[src/verilog/fpu_defines.svh]
`ifndef FPU_DEFINES_SVH
`define FPU_DEFINES_SVH

// ========================================
// Word format, IEEE 754 single precision
// ========================================
`define FPU_FLEN      32            // Floating-point word width
`define FPU_EXP_W     8             // Exponent field width
`define FPU_MAN_W     23            // Mantissa field width
`define FPU_CANON_NAN 32'h7fc0_0000 // Canonical quiet NaN

// ========================================
// Control fields
// ========================================
`define FPU_OP_W      5             // External opcode width
`define FPU_F3_FEQ    3'b010        // funct3 compare codes
`define FPU_F3_FLT    3'b001
`define FPU_F3_FLE    3'b000

`define FPU_CLASS_W   10            // FCLASS one-hot mask width

`endif
[src/verilog/fpu_pkg.sv]
`include "fpu_defines.svh"

package fpu_pkg;

  // One single-precision word
  typedef logic [`FPU_FLEN-1:0] fp_word_t;

  // External opcode, encodings shared with the control unit
  typedef enum logic [`FPU_OP_W-1:0] {
    FP_SGNJ  = 5'b00101,
    FP_SGNJN = 5'b00110,
    FP_SGNJX = 5'b00111,
    FP_MIN   = 5'b01000,
    FP_MAX   = 5'b01001,
    FP_CMP   = 5'b01011, // Compare kind comes from funct3
    FP_CLASS = 5'b01100,
    FP_MV_XW = 5'b10001, // FP bits to integer side
    FP_MV_WX = 5'b10010  // Integer bits to FP side
  } fp_alu_op_e;

  // Internal operation, compare already split by funct3
  typedef enum logic [3:0] {
    OP_SGNJ, OP_SGNJN, OP_SGNJX,
    OP_MIN, OP_MAX,
    OP_FEQ, OP_FLT, OP_FLE,
    OP_CLASS,
    OP_MV_XW, OP_MV_WX
  } fpu_op_e;

  // Operand class bits, found once in stage 1
  typedef struct packed {
    logic sign;
    logic is_zero;
    logic is_subnormal;
    logic is_inf;
    logic is_nan;
    logic is_snan;       // Top mantissa bit clear, mantissa nonzero
  } fp_class_t;

endpackage

[src/verilog/fpu_stage_if.sv]
`timescale 1ns/1ps

// One decoded operation between decode and execute stages
interface fpu_stage_if;
  import fpu_pkg::*;

  logic      valid;    // One-cycle strobe per operation
  fpu_op_e   op;       // Internal operation
  fp_word_t  a;        // FP operand a
  fp_word_t  b;        // FP operand b
  fp_word_t  int_val;  // Integer operand for FMV.W.X
  fp_class_t a_cls;    // Class of a
  fp_class_t b_cls;    // Class of b

  // Decode side drives everything
  modport producer (
    output valid, op, a, b, int_val, a_cls, b_cls
  );

  // Execute side only reads
  modport consumer (
    input valid, op, a, b, int_val, a_cls, b_cls
  );

endinterface

[src/verilog/fpu.sv]
`timescale 1ns/1ps
`include "fpu_defines.svh"

// Two-stage single-cycle FP ops, decode then execute
module fpu (
  input  logic                  clk,
  input  logic                  rst,
  input  logic                  start,        // Launch one operation
  input  logic [`FPU_OP_W-1:0]  fp_alu_op,
  input  logic [2:0]            funct3,
  input  fpu_pkg::fp_word_t     operand_a,
  input  fpu_pkg::fp_word_t     operand_b,
  input  fpu_pkg::fp_word_t     int_operand,
  output logic                  done,         // Two cycles after start
  output fpu_pkg::fp_word_t     fp_result,
  output fpu_pkg::fp_word_t     int_result,
  output logic                  flag_nv
);

  fpu_stage_if stage_if ();  // Stage 1 to stage 2

  // Stage 1, opcode map and operand classes
  fpu_operand_decode decode_i (
    .clk         (clk),
    .rst         (rst),
    .start       (start),
    .fp_alu_op   (fpu_pkg::fp_alu_op_e'(fp_alu_op)),
    .funct3      (funct3),
    .operand_a   (operand_a),
    .operand_b   (operand_b),
    .int_operand (int_operand),
    .stage       (stage_if)
  );

  // Stage 2, result compute and output registers
  fpu_simple_exec exec_i (
    .clk        (clk),
    .rst        (rst),
    .stage      (stage_if),
    .done       (done),
    .fp_result  (fp_result),
    .int_result (int_result),
    .flag_nv    (flag_nv)
  );

endmodule

[src/verilog/fpu_simple_exec.sv]
`timescale 1ns/1ps
`include "fpu_defines.svh"

module fpu_simple_exec (
  input  logic              clk,
  input  logic              rst,
  fpu_stage_if.consumer     stage,
  output logic              done,       // One-cycle completion pulse
  output fpu_pkg::fp_word_t fp_result,
  output fpu_pkg::fp_word_t int_result,
  output logic              flag_nv     // Invalid operation
);
  import fpu_pkg::*;

  // Shared ordering terms
  logic mag_lt;      // |a| < |b|
  logic mag_eq;      // |a| == |b|
  logic a_lt_b;      // Total order, -0 below +0, NaN excluded by callers
  logic both_zero;
  logic any_nan;
  logic any_snan;

  logic [`FPU_CLASS_W-1:0] class_mask;
  logic                    a_normal;

  fp_word_t fp_next;
  fp_word_t int_next;
  logic     nv_next;

  // ========================================
  // Magnitude compare
  // ========================================
  assign mag_lt    = stage.a[`FPU_FLEN-2:0] < stage.b[`FPU_FLEN-2:0];
  assign mag_eq    = stage.a[`FPU_FLEN-2:0] == stage.b[`FPU_FLEN-2:0];
  assign both_zero = stage.a_cls.is_zero && stage.b_cls.is_zero;
  assign any_nan   = stage.a_cls.is_nan || stage.b_cls.is_nan;
  assign any_snan  = stage.a_cls.is_snan || stage.b_cls.is_snan;

  always_comb begin
    if (stage.a_cls.sign != stage.b_cls.sign)
      a_lt_b = stage.a_cls.sign;           // Negative side is smaller
    else if (stage.a_cls.sign)
      a_lt_b = !mag_lt && !mag_eq;         // Both negative, larger magnitude wins
    else
      a_lt_b = mag_lt;                     // Both positive
  end

  // ========================================
  // Classify mask of operand a
  // ========================================
  assign a_normal = !stage.a_cls.is_zero && !stage.a_cls.is_subnormal &&
                    !stage.a_cls.is_inf && !stage.a_cls.is_nan;

  always_comb begin
    class_mask    = '0;
    class_mask[0] = stage.a_cls.sign && stage.a_cls.is_inf;        // -inf
    class_mask[1] = stage.a_cls.sign && a_normal;
    class_mask[2] = stage.a_cls.sign && stage.a_cls.is_subnormal;
    class_mask[3] = stage.a_cls.sign && stage.a_cls.is_zero;       // -0
    class_mask[4] = !stage.a_cls.sign && stage.a_cls.is_zero;      // +0
    class_mask[5] = !stage.a_cls.sign && stage.a_cls.is_subnormal;
    class_mask[6] = !stage.a_cls.sign && a_normal;
    class_mask[7] = !stage.a_cls.sign && stage.a_cls.is_inf;       // +inf
    class_mask[8] = stage.a_cls.is_snan;                           // NaN sign ignored
    class_mask[9] = stage.a_cls.is_nan && !stage.a_cls.is_snan;
  end

  // ========================================
  // Result select
  // ========================================
  always_comb begin
    fp_next  = '0;
    int_next = '0;
    nv_next  = 1'b0;
    case (stage.op)
      OP_SGNJ:  fp_next = {stage.b[`FPU_FLEN-1], stage.a[`FPU_FLEN-2:0]};
      OP_SGNJN: fp_next = {~stage.b[`FPU_FLEN-1], stage.a[`FPU_FLEN-2:0]};
      OP_SGNJX: fp_next = {stage.a[`FPU_FLEN-1] ^ stage.b[`FPU_FLEN-1],
                           stage.a[`FPU_FLEN-2:0]};
      OP_MIN, OP_MAX: begin
        nv_next = any_snan;
        if (stage.a_cls.is_nan && stage.b_cls.is_nan)
          fp_next = `FPU_CANON_NAN;
        else if (stage.a_cls.is_nan)
          fp_next = stage.b;                 // Other operand survives
        else if (stage.b_cls.is_nan)
          fp_next = stage.a;
        else if (stage.op == OP_MIN)
          fp_next = a_lt_b ? stage.a : stage.b;
        else
          fp_next = a_lt_b ? stage.b : stage.a;
      end
      OP_FEQ: begin
        nv_next     = any_snan;              // Quiet compare
        int_next[0] = !any_nan && (both_zero || (stage.a == stage.b));
      end
      OP_FLT: begin
        nv_next     = any_nan;               // Signaling compare
        int_next[0] = !any_nan && !both_zero && a_lt_b;
      end
      OP_FLE: begin
        nv_next     = any_nan;
        int_next[0] = !any_nan && (both_zero || a_lt_b || (stage.a == stage.b));
      end
      OP_CLASS: int_next[`FPU_CLASS_W-1:0] = class_mask;
      OP_MV_XW: int_next = stage.a;          // Raw bit move
      OP_MV_WX: fp_next  = stage.int_val;
      default: begin
        fp_next  = '0;
        int_next = '0;
      end
    endcase
  end

  // ========================================
  // Stage 2 register
  // ========================================
  always_ff @(posedge clk) begin
    if (rst) begin
      done       <= 1'b0;
      fp_result  <= '0;
      int_result <= '0;
      flag_nv    <= 1'b0;
    end else begin
      done <= stage.valid;
      if (stage.valid) begin                 // Hold last result otherwise
        fp_result  <= fp_next;
        int_result <= int_next;
        flag_nv    <= nv_next;
      end
    end
  end

endmodule

[src/verilog/fpu_operand_decode.sv]
`timescale 1ns/1ps
`include "fpu_defines.svh"

module fpu_operand_decode (
  input  logic                clk,
  input  logic                rst,
  input  logic                start,        // Operation strobe
  input  fpu_pkg::fp_alu_op_e fp_alu_op,
  input  logic [2:0]          funct3,       // Compare kind for CMP
  input  fpu_pkg::fp_word_t   operand_a,
  input  fpu_pkg::fp_word_t   operand_b,
  input  fpu_pkg::fp_word_t   int_operand,
  fpu_stage_if.producer       stage
);
  import fpu_pkg::*;

  fpu_op_e op_next;    // Mapped internal operation
  logic    supported;  // Opcode handled by this unit

  // Split a word into its fields and flag its class
  function automatic fp_class_t classify(input fp_word_t w);
    logic [`FPU_EXP_W-1:0] exp_f;
    logic [`FPU_MAN_W-1:0] man_f;
    fp_class_t             c;
    exp_f          = w[`FPU_FLEN-2 -: `FPU_EXP_W];
    man_f          = w[`FPU_MAN_W-1:0];
    c.sign         = w[`FPU_FLEN-1];
    c.is_zero      = (exp_f == '0) && (man_f == '0);
    c.is_subnormal = (exp_f == '0) && (man_f != '0);
    c.is_inf       = (&exp_f) && (man_f == '0);
    c.is_nan       = (&exp_f) && (man_f != '0);
    c.is_snan      = c.is_nan && !man_f[`FPU_MAN_W-1]; // Quiet bit clear
    return c;
  endfunction

  // ========================================
  // Opcode map
  // ========================================
  always_comb begin
    op_next   = OP_SGNJ;
    supported = 1'b1;
    case (fp_alu_op)
      FP_SGNJ:  op_next = OP_SGNJ;
      FP_SGNJN: op_next = OP_SGNJN;
      FP_SGNJX: op_next = OP_SGNJX;
      FP_MIN:   op_next = OP_MIN;
      FP_MAX:   op_next = OP_MAX;
      FP_CMP: begin
        case (funct3)
          `FPU_F3_FEQ: op_next = OP_FEQ;
          `FPU_F3_FLT: op_next = OP_FLT;
          `FPU_F3_FLE: op_next = OP_FLE;
          default:     op_next = OP_FEQ; // Unknown funct3 acts as FEQ
        endcase
      end
      FP_CLASS: op_next = OP_CLASS;
      FP_MV_XW: op_next = OP_MV_XW;
      FP_MV_WX: op_next = OP_MV_WX;
      default:  supported = 1'b0;      // Dropped here, never reaches done
    endcase
  end

  // ========================================
  // Stage 1 register
  // ========================================
  always_ff @(posedge clk) begin
    if (rst) begin
      stage.valid   <= 1'b0;
      stage.op      <= OP_SGNJ;
      stage.a       <= '0;
      stage.b       <= '0;
      stage.int_val <= '0;
      stage.a_cls   <= '0;
      stage.b_cls   <= '0;
    end else begin
      stage.valid <= start && supported;
      // Payload only moves for a real operation
      if (start && supported) begin
        stage.op      <= op_next;
        stage.a       <= operand_a;
        stage.b       <= operand_b;
        stage.int_val <= int_operand;
        stage.a_cls   <= classify(operand_a);
        stage.b_cls   <= classify(operand_b);
      end
    end
  end

endmodule

[config.mk]
export PLATFORM = sky130hd
export DESIGN_NAME = fpu
export DESIGN_NICKNAME = d
export VERILOG_FILES = /design/src/verilog/fpu_pkg.sv /design/src/verilog/fpu_stage_if.sv /design/src/verilog/fpu.sv /design/src/verilog/fpu_simple_exec.sv /design/src/verilog/fpu_operand_decode.sv
export VERILOG_INCLUDE_DIRS = /design/src /design/src/verilog
export SDC_FILE = /design/constraint.sdc
export NUM_CORES = 1
export LEC_CHECK = 0
export BUFFER_PORTS_ARGS = -buffer_cell sky130_fd_sc_hd__buf_2
export CORE_MARGIN = 3
export CORE_UTILIZATION = 56
export CTS_CLUSTER_SIZE = 40
export DETAILED_ROUTE_END_ITERATION = 16
export GPL_TIMING_DRIVEN = 0
export PLACE_DENSITY = 0.81
export SLEW_MARGIN = 10
export SYNTH_ARGS = -nofsm -noshare
export SYNTH_HDL_FRONTEND = slang
export SYNTH_SLANG_ARGS = --single-unit
[constraint.sdc]
create_clock -name clk -period 3.4 [get_ports clk]
set_input_delay 0.34 -clock clk [delete_from_list [all_inputs] [get_ports clk]]
set_output_delay 0.34 -clock clk [all_outputs]
set_load 0.03 [all_outputs]
==> results.json <==
{
  "syn-instance-count": 1102,
  "power-per-cell-area_nw_per_um2": 472,
  "ys_async_sr_fraction": 0,
  "stdcell_count": 1492,
  "critPathTopFamily": "compound AO/OA/AOI/OAI gates",
  "ctsHoldBuffers": 0,
  "worst_ep_arrival_time_ps": 3640,
  "cts_inserted_buffers": 17,
  "first_global_vias": 8333,
  "ys_top_cells_by_area": "dfxtp_1, nand2_1, a21oi_1, ha_1, nand2b_1",
  "worst_skew_pair.late_latency_ps": 450,
  "timing.critical_path.slowest_cell_delay_ps": 400,
  "start_kind": "flip-flop",
  "root_driver": "clkbuf_16",
  "seq_area_frac_synth": 0.404,
  "setup_violations": 0,
  "peakVddDrop_v": 0.000399,
  "core-area_um2": 14800,
  "route.detailed.wl_per_inst_um": 18.8,
  "critical_path.slowest_cell": "dfxtp_1",
  "holdWs_ps": 125,
  "synthesis.nets": 1242,
  "routed_vias_inst": 6.06,
  "worst_pin_slew_ps": 829,
  "areaGrowthSynthToFinish_pct": 21.0,
  "period_utilization_post_route": 0.969,
  "fmaxAchievable_ghz": 0.303,
  "drt_first_pass_iters": 6,
  "synth_top_area_frac": 0.404,
  "slew_violations": 0,
  "postRouteAntennaNets": 0,
  "synth.ff_latch_count": 175,
  "rsz0062_at_grt": "true",
  "ordered_cell_list_for_the_critical_path": "ha_1, nand4_2, nor4_4, nand2_1, a21boi_1, o31a_1, or3_1, buf_4, a31oi_4, buf_6, o21ai_1, a221oi_2",
  "ios": 173,
  "gp_congestion": 0.987,
  "tritoncts_clock_tree": "done",
  "floorplan.die_area_um2": 17000,
  "timing.hold.worst.class": "in -> reg",
  "max_capacitance_violation_count": 0,
  "cts_buffer_depth": 2,
  "r2r_setup_slack_ps": 100,
  "worst_case_headroom_to_the_max_slew_limit": 0.447,
  "layout-drive-gt1-share": 0.192,
  "core.rowCount": 44,
  "grt_first_pass_wirelength_um": 43000,
  "final.setup_skew_ps": 7.03,
  "die_y_um": 130,
  "post-layout-total-power_mw": 4.95,
  "post-dp-hpwl_um": 20600,
  "number_of_different_library_cells_in_the_post_synthesis_netlist": 51,
  "clock_pin_slew_on_the_worst_setup_and_hold_paths_ps": 70,
  "port_buffers": 170,
  "synth_enable_flop_cells": 0,
  "num_vias": 9042,
  "antenna_found_initial": 0,
  "synth.largest_area_cell": "dfxtp_1",
  "yosys.cell_count.top_type": "nand2_1",
  "fin_nets": 1435,
  "detail_route.drc_violations": 0,
  "most_used_standard_cells_in_the_synthesized_netlist": "nand2_1, dfxtp_1, a21oi_1, clkbuf_1, nand2b_1",
  "grt_start_max_net_pins": 17,
  "post-place-cells": 1456,
  "syn_area_um2": 8660,
  "final-hold-violation-count": 0,
  "outcome": "finished, final reports clean",
  "globalRouteOverflowTotal": 0,
  "critical_path_peak_fanout": 10,
  "fin_ws_ps": 104,
  "dr.first_iter.drc_count": 1144,
  "yosys_warnings": 0,
  "leading_register_cell_type_out_of_synthesis": "dfxtp_1",
  "post-route-min-period_ps": 3300,
  "setup.worst_path.end_class": "flip-flop",
  "average_footprint_of_a_synthesized_cell_um2": 7.86,
  "htreeDepth": 4,
  "cellLeakagePower_nw": 3.83,
  "detail_route.wirelength_um": 28100,
  "global_route.usage.total": 0.329,
  "path_class": "reg -> reg",
  "cts_num_sinks": 175,
  "dp_slack_ps": -200,
  "critPathRequiredTime_ps": 3750,
  "antenna-diode-count": 0,
  "cp.buffers_inverters": 2,
  "chipWidth_um": 130,
  "initial_core_util": 0.585
}
## cells by family (layout without fill, tap and decap cells)
logic type                 after synthesis  count (layout)  share of synthesized area
xor gates and xnor gates                 1               1                    0.00101
muxes                                    4               4                    0.00491
DFF                                    175             175                      0.404
and+or+nand+nor                        458             458                      0.242
adders and majority gates               33              33                     0.0477
buffers and inverters                  122             328                     0.0557
AOI/OAI and AO/OA                      309             309                      0.244
## stage by stage
stage	area (um^2)	TNS [ps]	utilization
final	10500	0	0.708
after global routing	10500	-4.56	0.708
after CTS	10400	0	0.705
after detailed placement	9740	-3900	0.658
after global placement	9740	-2500	0.658
after floorplan	8660	0	-
## worst min-delay path: cells and delay by family
| kind | cells | cell delay, ps |
|---|---|---|
| and+or+nand+nor | 1 | 40 |
| AOI/OAI and AO/OA | 1 | 50 |
| buffers and inverters | 1 | 90 |
## routing by layer
layer	wire length (um)	share of wire	GRT usage	vias to the layer above
li1	-	-	-	4252
met1	11700	0.42	0.450	4161
met2	12400	0.44	0.512	552
met3	3110	0.11	0.0654	77
met4	932	0.033	0.139	0
met5	0	0	0	-
## report_power, final
group	total (mW)	switching, mW	internal [mW]
Combinational	0.673	0.434	0.239
Clock	2.13	0.855	1.27
Sequential	2.15	0.0468	2.10
Total	4.95	1.34	3.61
## cells in the final DEF, fill, tap and decap left out, types with 3 or more instances in the layout
cell type / Yosys / routed
a211oi_1: 28 / 28
a21oi_1: 151 / 151
a221o_1: 9 / 9
a221oi_2: 21 / 22
a22oi_1: 20 / 20
and2_1: 5 / 5
buf_2: 5 / 173
buf_4: 1 / 5
buf_6: 2 / 4
bufinv_16: 0 / 4
clkbuf_1: 71 / 71
clkbuf_16: 0 / 17
clkinv_2: 0 / 3
clkinvlp_4: 0 / 3
dfxtp_1: 175 / 175
ha_1: 33 / 33
inv_1: 41 / 41
nand2_1: 248 / 248
nand2b_1: 59 / 59
nand3_1: 31 / 30
nand4_1: 14 / 14
nor2_1: 45 / 45
nor2b_1: 5 / 5
nor3_1: 19 / 19
nor4_1: 19 / 18
o211a_1: 22 / 22
o21ai_0: 18 / 17
o21ai_1: 21 / 22
o22ai_1: 4 / 4
or2_2: 3 / 3
## flip-flops by register name, summed over array words and instances (netlist names)
register / count
exec_i.done: 1
exec_i.fp_result: 32
exec_i.flag_nv: 1
decode_i.stage.op: 4
decode_i.stage.valid: 1
decode_i.stage.int_val: 32
decode_i.stage.b_cls: 4
decode_i.stage.a_cls: 6
decode_i.stage.a: 31
decode_i.stage.b: 31
exec_i.int_result: 32
## area by class of cell
cell class                      count  area (um^2)
Sequential cell                   175         3500
Clock inverter                     13          186
Timing Repair Buffer              174          881
Clock buffer                       19          453
Multi-Input combinational cell    805         4740
Buffer                             81          342
Tap cell                          184          230
Inverter                           41          154
Fill cell                        1223         4320
## worst paths after layout
check,startpoint,to,depth (start not counted)
setup / recovery,decode_i.stage.a[29],exec_i.fp_result[6],12
hold / removal,operand_a[31],decode_i.stage.a_cls[5],3
setup reg to reg,decode_i.stage.a[29],exec_i.fp_result[6],12
hold reg to reg,decode_i.stage.b[13],decode_i.stage.b[13],2
## repair_timing
action / 4_1_cts / 5_1_grt
resized for setup: 7 / 6
setup buffers: 2 / 2
pin swaps: 3 / 3
endpoints found under the setup margin: 29 / 29
Note: power is estimated with default switching activity, not from simulation.
